[config.mk]
export PLATFORM = sky130hd
export DESIGN_NAME = spiCsr
export DESIGN_NICKNAME = d
export VERILOG_FILES = /design/src/hw/spiPkg.sv /design/src/hw/spiCsr.sv
export SDC_FILE = /design/constraint.sdc
export NUM_CORES = 1
export LEC_CHECK = 0
export ABC_AREA = 1
export CELL_PAD_IN_SITES_DETAIL_PLACEMENT = 0
export CELL_PAD_IN_SITES_GLOBAL_PLACEMENT = 1
export CORE_UTILIZATION = 46
export CTS_BUF_LIST = sky130_fd_sc_hd__clkbuf_16
export DETAILED_ROUTE_END_ITERATION = 8
export DONT_BUFFER_PORTS = 1
export PLACE_DENSITY = 0.87
export REMOVE_ABC_BUFFERS = 1
export SYNTH_ARGS = -nofsm -noshare
export SYNTH_HDL_FRONTEND = slang
export SYNTH_SLANG_ARGS = --single-unit
[constraint.sdc]
create_clock -name sysClk -period 2.75 [get_ports sysClk]
set_input_delay 0.1375 -clock sysClk [delete_from_list [all_inputs] [get_ports sysClk]]
set_output_delay 0.1375 -clock sysClk [all_outputs]
set_load 0.05 [all_outputs]
[src/hw/spiPkg.sv]
// SPI block shared definitions: bus widths, register map and data types
`default_nettype none

package spiPkg;

	// ----------------------------------------
	// Bus and register widths
	// ----------------------------------------
	localparam int busAdrsBit   = 16;	// Register bus address
	localparam int busDataBit   = 32;	// Register bus data
	localparam int divBit       = 16;	// Divider register
	localparam int spiByteBit   = 8;	// One SPI transfer
	localparam int blockAdrsBit = 8;	// Upper address bits that pick the block
	localparam int regOfsBit    = busAdrsBit - blockAdrsBit;

	// Block select value in the upper address byte
	localparam logic [blockAdrsBit-1:0] blockAdrsMap = 8'h03;

	// ----------------------------------------
	// Register offsets, low address byte
	// ----------------------------------------
	localparam logic [regOfsBit-1:0] regCtrl   = 8'h00;	// [0] enable, [1] cs level
	localparam logic [regOfsBit-1:0] regDiv    = 8'h04;	// Half-period divider
	localparam logic [regOfsBit-1:0] regTxData = 8'h08;	// Write starts a byte
	localparam logic [regOfsBit-1:0] regRxData = 8'h0C;	// Last received byte
	localparam logic [regOfsBit-1:0] regStatus = 8'h10;	// [0] busy, [1] master mode

	// Control register bit positions
	localparam int ctrlEnBit = 0;
	localparam int ctrlCsBit = 1;

	// Status register bit positions
	localparam int statBusyBit   = 0;
	localparam int statMasterBit = 1;

	// ----------------------------------------
	// Slave mode bus writes
	// ----------------------------------------
	localparam logic [busAdrsBit-1:0] slaveWrBase = 16'h0100;	// First byte lands here

	// Shared types
	typedef logic [spiByteBit-1:0] spiByteT;	// SPI data
	typedef logic [busDataBit-1:0] usiDataT;	// Bus data
	typedef logic [busAdrsBit-1:0] usiAdrsT;	// Bus address
	typedef logic [divBit-1:0]     spiDivT;		// Divider value

endpackage

`default_nettype wire

[src/hw/spiCsr.sv]
// SPI register file on the register bus slave side, control values and read-back
`default_nettype none
`timescale 1ns/1ps

module spiCsr (
	// Register bus slave side
	input  wire spiPkg::usiDataT  sUsiWd,
	input  wire spiPkg::usiAdrsT  sUsiAdrs,
	input  wire                   sUsiWCke,	// Write strobe
	input  wire                   sUsiRCke,	// Read strobe
	output spiPkg::usiDataT       sUsiRd,
	output logic                  sUsiREd,	// Read data valid, one cycle later
	// Control towards the SPI unit
	output logic                  spiEn,
	output logic                  masterCs,	// Chip select level in master mode
	output spiPkg::spiDivT        spiDiv,
	output spiPkg::spiByteT       txData,
	output logic                  txStart,	// One cycle per regTxData write
	// Status from the SPI unit
	input  wire spiPkg::spiByteT  rxData,
	input  wire                   rxValid,
	input  wire                   busy,
	input  wire                   masterMode,
	input  wire                   sysClk,
	input  wire                   rstN
);

	import spiPkg::*;

	logic                 blockHit;	// Upper byte matches this block
	logic [regOfsBit-1:0] regOfs;
	logic                 wrHit;
	spiByteT              rxReg;	// Latched received byte
	usiDataT              rdMux;

	// ----------------------------------------
	// Address decode
	// ----------------------------------------
	assign blockHit = (sUsiAdrs[busAdrsBit-1 -: blockAdrsBit] == blockAdrsMap);
	assign regOfs   = sUsiAdrs[regOfsBit-1:0];
	assign wrHit    = sUsiWCke & blockHit;

	// Control registers
	always_ff @(posedge sysClk)
	begin
		if (!rstN)
		begin
			spiEn    <= 1'b0;
			masterCs <= 1'b1;	// Deselected
			spiDiv   <= '0;
			txStart  <= 1'b0;
			sUsiREd  <= 1'b0;
		end
		else
		begin
			txStart <= wrHit && (regOfs == regTxData);
			sUsiREd <= sUsiRCke & blockHit;	// Foreign block, no response
			if (wrHit && (regOfs == regCtrl))
			begin
				spiEn    <= sUsiWd[ctrlEnBit];
				masterCs <= sUsiWd[ctrlCsBit];
			end
			if (wrHit && (regOfs == regDiv))
				spiDiv <= sUsiWd[divBit-1:0];
		end
	end

	// Data registers
	always_ff @(posedge sysClk)
	begin
		if (wrHit && (regOfs == regTxData))
			txData <= sUsiWd[spiByteBit-1:0];
		if (rxValid)
			rxReg <= rxData;	// Byte from master engine
		sUsiRd <= rdMux;
	end

	// ----------------------------------------
	// Read mux
	// ----------------------------------------
	always_comb
	begin
		rdMux = '0;
		case (regOfs)
			regCtrl:
			begin
				rdMux[ctrlEnBit] = spiEn;
				rdMux[ctrlCsBit] = masterCs;
			end
			regDiv:    rdMux[divBit-1:0]     = spiDiv;
			regTxData: rdMux[spiByteBit-1:0] = txData;
			regRxData: rdMux[spiByteBit-1:0] = rxReg;
			regStatus:
			begin
				rdMux[statBusyBit]   = busy;
				rdMux[statMasterBit] = masterMode;
			end
			default:   rdMux = '0;	// Unmapped offset reads zero
		endcase
	end

endmodule

`default_nettype wire

==> results of run 1 <==
## worst min-delay path by stage
| stage | slack, ps | cells after the start | to |
|---|---|---|---|
| 3_5_place_dp | 240 | 0 | rxReg[0] |
| 4_1_cts | 9 | 1 | sUsiREd |
| 3_3_place_gp | 230 | 1 | masterCs |
| 6_report | 10 | 1 | sUsiREd |
| 2_1_floorplan | 220 | 1 | masterCs |
| 5_1_grt | 5 | 1 | sUsiREd |
## flip-flops by register name (all words and copies together) (netlist names)
register and cells:
spiDiv 16, sUsiRd 16, masterCs 1, spiEn 1, rxReg 8, txStart 1, sUsiREd 1, txData 8
## layout make-up
class                      count  area [um^2]
clock buffer                   5          125
clock inverter                 3         11.3
fill                         460         2190
inverter                      35          133
multi-input combinational    167          776
sequential                    52         1200
tap                           54         67.6
timing repair buffer          19          188
## power groups by stage
stage               Combinational (mW)  Clock, mW  Sequential (mW)
CTS                              0.104      0.579            0.805
finish                           0.104      0.567            0.805
global route                     0.112      0.619            0.805
detailed placement              0.0769          0            0.822
floorplan                       0.0727          0            0.822
global placement                0.0763          0            0.823
## metal layers
layer,wire length [um],share of wire (%),vias up
met1,1940,40,758
li1,-,-,827
met4,53,1.1,0
met5,0,0,-
met2,2540,52,70
met3,382,7.8,6
## cell usage after synthesis, types with 2 or more instances
cell,n,area [um^2]
sky130_fd_sc_hd__nand2_2,2,12.5
sky130_fd_sc_hd__dfxtp_1,36,721
sky130_fd_sc_hd__nand3_1,20,100
sky130_fd_sc_hd__edfxtp_1,16,480
sky130_fd_sc_hd__nor2_2,4,25.0
sky130_fd_sc_hd__clkbuf_1,2,7.51
sky130_fd_sc_hd__buf_2,3,15.0
sky130_fd_sc_hd__nand4_1,18,113
sky130_fd_sc_hd__inv_2,2,7.51
sky130_fd_sc_hd__nor2_1,52,195
sky130_fd_sc_hd__nand2_1,45,169
sky130_fd_sc_hd__buf_4,19,143
sky130_fd_sc_hd__inv_1,32,120
sky130_fd_sc_hd__nor2_4,2,22.5
## through the flow
step                worst slack, ps  hold WS, ps  power, mW  instance area [um^2]
floorplan                      1020          222      0.894                  2110
global placement               1090          227      0.899                  2180
detailed placement             1040          236      0.899                  2180
CTS                            1330         8.81       1.49                  2500
global route                   1210         4.72       1.54                  2500
finish                         1350         10.7       1.48                  2500
## cells by family after synthesis
logic type | Yosys count | share of synthesized area, %
AND/OR/NAND/NOR | 149 | 31.5
buffers and inverters | 61 | 14.1
flip-flops | 52 | 53.7
AO/OA/AOI/OAI | 2 | 0.447
other | 1 | 0.168
## worst register-to-register path, cell delays in order (launching register included)
cell                       delay [ps]
sky130_fd_sc_hd__edfxtp_1         610
sky130_fd_sc_hd__nand3_1          190
sky130_fd_sc_hd__nand2_1           60
sky130_fd_sc_hd__nor2_1            80
sky130_fd_sc_hd__nand2_1           50
## cell usage in the layout, fill, tap and decap left out
cell type,n
sky130_fd_sc_hd__buf_4,1
sky130_fd_sc_hd__clkinv_2,1
sky130_fd_sc_hd__nor3b_1,1
sky130_fd_sc_hd__nand4_1,18
sky130_fd_sc_hd__nand3_1,20
sky130_fd_sc_hd__nor2_1,52
sky130_fd_sc_hd__inv_1,34
sky130_fd_sc_hd__nand2_4,1
sky130_fd_sc_hd__o21ai_1,1
sky130_fd_sc_hd__clkbuf_16,5
sky130_fd_sc_hd__nand2_2,2
sky130_fd_sc_hd__nor2_4,2
sky130_fd_sc_hd__dfxtp_1,36
sky130_fd_sc_hd__and2_1,1
sky130_fd_sc_hd__dlygate4sd3_1,18
sky130_fd_sc_hd__inv_2,2
sky130_fd_sc_hd__nor2_2,4
sky130_fd_sc_hd__nand3_4,1
sky130_fd_sc_hd__clkinv_1,1
sky130_fd_sc_hd__nor2_8,1
sky130_fd_sc_hd__edfxtp_1,16
sky130_fd_sc_hd__nand2_1,45
sky130_fd_sc_hd__conb_1,16
sky130_fd_sc_hd__and3_1,1
sky130_fd_sc_hd__o21ai_0,1
==> metrics.txt, run 1 <==
# TYPE chip_impl_metric gauge
chip_impl_metric{name="gr-usage-met3",unit="%"} 6.89
chip_impl_metric{name="cts.reportedPaths.clkPinSlew",unit="ps"} 60
chip_impl_metric{name="placed_cells_incl_taps",unit=""} 309
chip_impl_metric{name="netSwitchingFraction",unit="%"} 21.7
chip_impl_info{name="crit_slowest_cell",value="sky130_fd_sc_hd__nor2_1"} 1
chip_impl_metric{name="post_cts.resized_instances",unit=""} 0
chip_impl_metric{name="layout.nets",unit=""} 343
chip_impl_metric{name="floorplan.die.height",unit="um"} 71.7
chip_impl_info{name="cp-endpoint",value="txData[4]"} 1
chip_impl_metric{name="cts.sinks",unit=""} 52
chip_impl_metric{name="comb_power_share",unit="%"} 7.1
chip_impl_metric{name="grt_first_pass_wirelength",unit="um"} 7490
chip_impl_metric{name="portBuffers",unit=""} 0
chip_impl_metric{name="number_of_vias_after_detailed_routing",unit=""} 1661
chip_impl_metric{name="synth_area",unit="um^2"} 2240
chip_impl_metric{name="fin_util",unit="%"} 53.3
chip_impl_metric{name="max_slew_margin",unit="%"} 49.9
chip_impl_metric{name="detail-route-antenna-nets",unit=""} 0
chip_impl_metric{name="synth-seq-cells",unit=""} 52
chip_impl_metric{name="fp-row-count",unit=""} 25
chip_impl_metric{name="finalMaxSlewViolations",unit=""} 0
chip_impl_info{name="cp-startpoint",value="sUsiAdrs[7]"} 1
chip_impl_metric{name="synthesis.area_per_instance",unit="um^2"} 8.44
chip_impl_metric{name="core-area",unit="um^2"} 4690
chip_impl_metric{name="rd_place_congestion",unit=""} 0.749
chip_impl_metric{name="grt_start_max_net_pins",unit=""} 25
chip_impl_metric{name="ioPinCount",unit=""} 123
chip_impl_metric{name="critPathArrivalTime",unit="ps"} 1310
chip_impl_metric{name="power_per_cell_area",unit="nW/um^2"} 590
chip_impl_metric{name="path_buf_inv",unit=""} 1
chip_impl_metric{name="worst_endpoint_required_time",unit="ps"} 2660
chip_impl_metric{name="postCtsSetupBuffers",unit=""} 0
chip_impl_metric{name="antennaDiodeCount",unit=""} 0
chip_impl_info{name="gr-max-usage-layer",value="met2"} 1
chip_impl_metric{name="grt_util_met2",unit="%"} 34.4
chip_impl_metric{name="drive_gt1_share",unit="%"} 7.12
chip_impl_metric{name="drt-initial-drc-count",unit=""} 89
chip_impl_info{name="path_cells",value="nor2_2, nand2_2, inv_2, nand2_1, nor2_1"} 1
chip_impl_metric{name="cts_htree_levels",unit=""} 2
chip_impl_info{name="ctsRootBufferMaster",value="sky130_fd_sc_hd__clkbuf_16"} 1
chip_impl_metric{name="r2r_slack",unit="ps"} 1660
chip_impl_metric{name="post_cts_hold_buffer_count",unit=""} 18
chip_impl_info{name="worst_setup_path_end_kind",value="flop"} 1
chip_impl_metric{name="internal_power",unit="mW"} 1.16
chip_impl_info{name="prevailing_post_synth_register_cell",value="sky130_fd_sc_hd__dfxtp_1"} 1
chip_impl_metric{name="final_cell_count_without_fillers",unit=""} 335
chip_impl_metric{name="worst_slew_pin_slew",unit="ps"} 748
chip_impl_info{name="run_status",value="complete, but fails checks"} 1
chip_impl_metric{name="final-setup-viol-count",unit=""} 0
chip_impl_info{name="hold_crit_path_type",value="in2reg"} 1
chip_impl_metric{name="clockPowerShare",unit="%"} 38.4
chip_impl_metric{name="yosys_warnings",unit=""} 0
chip_impl_metric{name="worstRegToRegCells",unit=""} 4
chip_impl_metric{name="groute.layer.met1.usage",unit="%"} 22.6
chip_impl_info{name="min_from",value="sUsiRCke"} 1
chip_impl_metric{name="grt.total_usage",unit="%"} 19.6
chip_impl_metric{name="number_of_distinct_library_cell_variants_in_the_gate_level_netlist_after_synthesis",unit=""} 26
chip_impl_metric{name="max-clock-path-buffers",unit=""} 2
chip_impl_metric{name="p_seq_share",unit="%"} 54.5
chip_impl_metric{name="maxCapViolations",unit=""} 0
chip_impl_info{name="failed_checks",value="DRC"} 1
chip_impl_metric{name="dp_hpwl",unit="um"} 3240
chip_impl_metric{name="initial_core_util",unit="%"} 47.7
chip_impl_metric{name="total_switching_power",unit="mW"} 0.320
chip_impl_metric{name="synth.yosys.seq_area_share",unit="%"} 53.7
chip_impl_metric{name="floorplan.die.width",unit="um"} 71.7
chip_impl_metric{name="critical_path_fanouts_max",unit=""} 12
chip_impl_metric{name="die_area",unit="um^2"} 5150
chip_impl_metric{name="area_delta_synth_final",unit="%"} 11.8
chip_impl_info{name="critical_path_class",value="in2reg"} 1
chip_impl_metric{name="vias_per_cell",unit=""} 4.96
chip_impl_metric{name="post-route-min-period",unit="ps"} 1400
chip_impl_metric{name="synth_edf_count",unit=""} 16
chip_impl_metric{name="detailedRoute.firstPassIterationCount",unit=""} 7
chip_impl_metric{name="drc_violation_count_after_routing",unit=""} 2
chip_impl_metric{name="number_of_global_route_vias_before_repair",unit=""} 1486
chip_impl_metric{name="timing.final.hold_violations",unit=""} 0
chip_impl_metric{name="worst-path-stages",unit=""} 5
chip_impl_metric{name="detail_route.wl_per_cell",unit="um"} 14.7
chip_impl_metric{name="p_leak",unit="nW"} 1.08
chip_impl_info{name="r2r-end",value="sUsiRd[0]"} 1
chip_impl_metric{name="aggregate_negative_setup_slack",unit="ps"} 0
chip_impl_metric{name="grt_antenna_before_repair",unit=""} 0
chip_impl_metric{name="insertion_delay",unit="ps"} 280
chip_impl_metric{name="min_period_over_period",unit="%"} 50.8
chip_impl_metric{name="numCtsBuffers",unit=""} 5
chip_impl_info{name="rsz0062_at_grt",value="false"} 1
chip_impl_info{name="gate_family_responsible_for_the_most_delay_along_the_worst_path",value="simple AND/OR/NAND/NOR gates"} 1
chip_impl_info{name="tritoncts",value="built"} 1
chip_impl_metric{name="power.ir.vdd_worst",unit="mV"} 0.305
chip_impl_info{name="startpoint_type",value="input port"} 1
chip_impl_metric{name="detail_route.wirelength",unit="um"} 4920
chip_impl_metric{name="netlist_instances",unit=""} 265
chip_impl_metric{name="gr-total-overflow",unit=""} 0
chip_impl_metric{name="synth-async-reset-ratio",unit="%"} 0
chip_impl_metric{name="max_freq",unit="GHz"} 0.716
chip_impl_info{name="ff_to_ff_start",value="txData[0]"} 1
chip_impl_metric{name="fin_skew",unit="ps"} 2.86
chip_impl_metric{name="crit_path_max_incr_delay",unit="ps"} 600
No activity file was read; power rests on OpenSTA's default activity.
==> run 2, diff against run 1 <==
- CORE_UTILIZATION: 46 -> 43
- PLACE_DENSITY: 0.87 -> 0.82
- clock period: 2.75 -> 1.3 ns (I/O delays scaled with it)
==> run 2 against run 1 <==
The flow now finishes without violations. Final cell count is 14% higher. Clock skew hardly changed. Setup slack worse by 1200 ps. Global-route usage is 0.92 points lower. Final area is 12% higher. Sequential power is 110% higher. Non-clock buffer count is 33 higher. Largest power group unchanged. Highest routed layer unchanged.
==> metrics.txt, run 2 (synthesis gave the netlist of run 1 again) <==
# TYPE chip_impl_metric gauge
chip_impl_info{name="run_status",value="completed"} 1
chip_impl_metric{name="postCtsSetupBuffers",unit=""} 0
chip_impl_metric{name="area_delta_synth_final",unit="%"} 25.3
chip_impl_metric{name="worst_endpoint_required_time",unit="ps"} 1490
chip_impl_metric{name="detail-route-antenna-nets",unit=""} 0
chip_impl_metric{name="worst_slack",unit="ps"} 103
chip_impl_metric{name="detailedPlace.worstSlack",unit="ps"} 119
chip_impl_metric{name="detailedRoute.firstPassIterationCount",unit=""} 4
chip_impl_metric{name="worst_slew_pin_slew",unit="ps"} 763
chip_impl_info{name="rsz0062_at_grt",value="false"} 1
chip_impl_metric{name="r2r_slack",unit="ps"} 510
chip_impl_info{name="crit_slowest_cell",value="sky130_fd_sc_hd__dlygate4sd3_1"} 1
chip_impl_metric{name="fillCellCount",unit=""} 478
chip_impl_info{name="layout_commonest_cell",value="sky130_fd_sc_hd__nor2_1"} 1
chip_impl_metric{name="die_area",unit="um^2"} 5500
chip_impl_metric{name="dp_hpwl",unit="um"} 3280
chip_impl_info{name="ff_to_ff_start",value="txData[0]"} 1
chip_impl_metric{name="grt_antenna_before_repair",unit=""} 0
chip_impl_metric{name="whs_path_depth",unit=""} 4
chip_impl_info{name="layout_common_cells",value="sky130_fd_sc_hd__nor2_1 (52), sky130_fd_sc_hd__nand2_1 (45), sky130_fd_sc_hd__dfxtp_1 (36), sky130_fd_sc_hd__inv_1 (34), sky130_fd_sc_hd__buf_4 (31)"} 1
chip_impl_metric{name="comb_power_share",unit="%"} 7.1
chip_impl_info{name="reg_top3",value="sUsiRd: 16 flops, spiDiv: 16 flops"} 1
chip_impl_info{name="gate_family_responsible_for_the_most_delay_along_the_worst_path",value="buffers and inverters"} 1
chip_impl_metric{name="cts.reportedPaths.clkPinSlew",unit="ps"} 60
chip_impl_metric{name="detail_route.wl_per_cell",unit="um"} 13.0
chip_impl_metric{name="drive_gt1_share",unit="%"} 16.6
chip_impl_metric{name="power_per_cell_area",unit="nW/um^2"} 1170
chip_impl_metric{name="netSwitchingFraction",unit="%"} 21.7
chip_impl_metric{name="clockPowerShare",unit="%"} 41.1
chip_impl_metric{name="drt-initial-drc-count",unit=""} 52
chip_impl_metric{name="layout.nets",unit=""} 376
chip_impl_metric{name="post-route-min-period",unit="ps"} 1200
chip_impl_metric{name="post_cts_hold_buffer_count",unit=""} 20
chip_impl_metric{name="power.ir.vdd_worst",unit="mV"} 0.636
chip_impl_metric{name="gr-total-overflow",unit=""} 0
chip_impl_info{name="ctsRootBufferMaster",value="sky130_fd_sc_hd__clkbuf_16"} 1
chip_impl_info{name="r2r-end",value="sUsiRd[0]"} 1
chip_impl_metric{name="grt_first_pass_wirelength",unit="um"} 7650
chip_impl_metric{name="multi_input_area",unit="um^2"} 776
chip_impl_metric{name="total_switching_power",unit="mW"} 0.715
chip_impl_metric{name="final-setup-viol-count",unit=""} 0
chip_impl_metric{name="critPathArrivalTime",unit="ps"} 1390
chip_impl_metric{name="p_leak",unit="nW"} 1.26
chip_impl_metric{name="fin_skew",unit="ps"} 2.73
chip_impl_info{name="worst_setup_path_end_kind",value="flop"} 1
chip_impl_metric{name="floorplan.die.width",unit="um"} 74.1
chip_impl_metric{name="core-area",unit="um^2"} 4850
chip_impl_metric{name="portBuffers",unit=""} 0
chip_impl_metric{name="number_of_global_route_vias_before_repair",unit=""} 1616
chip_impl_metric{name="internal_power",unit="mW"} 2.58
chip_impl_metric{name="ioPinCount",unit=""} 123
chip_impl_metric{name="crit_path_max_incr_delay",unit="ps"} 1030
chip_impl_metric{name="rd_place_congestion",unit=""} 0.710
chip_impl_info{name="hold_crit_path_type",value="in2reg"} 1
chip_impl_metric{name="vias_per_cell",unit=""} 4.61
chip_impl_metric{name="floorplan.die.height",unit="um"} 74.1
chip_impl_metric{name="placed_cells_incl_taps",unit=""} 353
chip_impl_metric{name="maxCapViolations",unit=""} 0
chip_impl_metric{name="final_cell_count_without_fillers",unit=""} 381
chip_impl_metric{name="number_of_vias_after_detailed_routing",unit=""} 1756
chip_impl_metric{name="max_slew_margin",unit="%"} 48.9
chip_impl_info{name="startpoint_type",value="input port"} 1
chip_impl_metric{name="max_freq",unit="GHz"} 0.836
chip_impl_metric{name="min_period_over_period",unit="%"} 92.0
chip_impl_info{name="whs_endpoint",value="sUsiRd[0]"} 1
chip_impl_metric{name="worstRegToRegCells",unit=""} 4
chip_impl_metric{name="grt_start_max_net_pins",unit=""} 25
chip_impl_metric{name="initial_core_util",unit="%"} 46.1
chip_impl_metric{name="drc_violation_count_after_routing",unit=""} 0
chip_impl_metric{name="post_cts.resized_instances",unit=""} 0
chip_impl_metric{name="antennaDiodeCount",unit=""} 0
chip_impl_metric{name="detail_route.wirelength",unit="um"} 4960
chip_impl_metric{name="layout.area.seq",unit="um^2"} 1200
chip_impl_metric{name="path_buf_inv",unit=""} 1
chip_impl_info{name="path_cells",value="dlygate4sd3_1, nor3b_1"} 1
chip_impl_metric{name="finalMaxSlewViolations",unit=""} 0
chip_impl_info{name="critical_path_class",value="in2reg"} 1
chip_impl_metric{name="insertion_delay",unit="ps"} 280
chip_impl_metric{name="cts_htree_levels",unit=""} 2
chip_impl_metric{name="grt.total_usage",unit="%"} 18.7
chip_impl_metric{name="max-clock-path-buffers",unit=""} 2
chip_impl_metric{name="cts.sinks",unit=""} 52
chip_impl_metric{name="numCtsBuffers",unit=""} 5
chip_impl_info{name="min_from",value="busy"} 1
chip_impl_info{name="tritoncts",value="built"} 1
chip_impl_metric{name="fp-row-count",unit=""} 25
chip_impl_metric{name="p_seq_share",unit="%"} 51.7
chip_impl_metric{name="critical_path_fanouts_max",unit=""} 20
chip_impl_metric{name="timing.final.hold_violations",unit=""} 0
## run 2: cell count changes in the layout (fill, tap and decap cells not counted), sizes merged
cell,delta
buf,+31
clkinv,-1
dlygate4sd3,+2
clkbuf,+1
## run 2: final cells by class
type | instances | area share, %
Sequential cell | 52 | 42.8
Multi-Input combinational cell | 167 | 27.7
Timing Repair Buffer | 52 | 16.2
Clock buffer | 6 | 5.35
Inverter | 35 | 4.73
Tap cell | 67 | 2.99
Clock inverter | 2 | 0.268
## run 2: worst max-delay path by stage
stage | end | cells after the start | from
2_1_floorplan | txData[0] | 5 | sUsiAdrs[15]
3_3_place_gp | txData[6] | 6 | sUsiAdrs[1]
3_5_place_dp | txData[3] | 6 | sUsiAdrs[1]
4_1_cts | txStart | 2 | rstN
5_1_grt | txStart | 2 | rstN
6_report | txStart | 2 | rstN
## run 2: layer usage
layer,up-vias,global-route usage [%],share of wire (%)
met5,-,0,0
met4,0,5.77,0.77
met3,4,5.56,7.8
met2,75,30.0,47
met1,781,24.4,45
li1,896,-,-
## run 2: power groups by stage
stage	logic, mW	registers (mW)	clock network, mW
after floorplan	0.154	1.74	0
after global routing	0.252	1.70	1.45
after detailed placement	0.164	1.74	0
after CTS	0.235	1.70	1.38
final	0.235	1.70	1.35
after global placement	0.163	1.74	0
## run 2: metrics by stage
stage	total power, mW	util, %	instance area [um^2]	TNS (ps)	hold WS, ps
finish	3.29	57.8	2800	0	1.87
CTS	3.32	57.8	2800	0	0.153
global route	3.41	57.8	2800	0	16.4
floorplan	1.89	-	2110	-2890	150
detailed placement	1.90	50.5	2450	0	161
global placement	1.90	50.5	2450	0	155
## run 2: worst min-delay path, stage by stage
cell                      delay [ps]
sky130_fd_sc_hd__nand3_1          60
sky130_fd_sc_hd__nand2_1          50
sky130_fd_sc_hd__nor2_1           40
sky130_fd_sc_hd__nand2_1          40
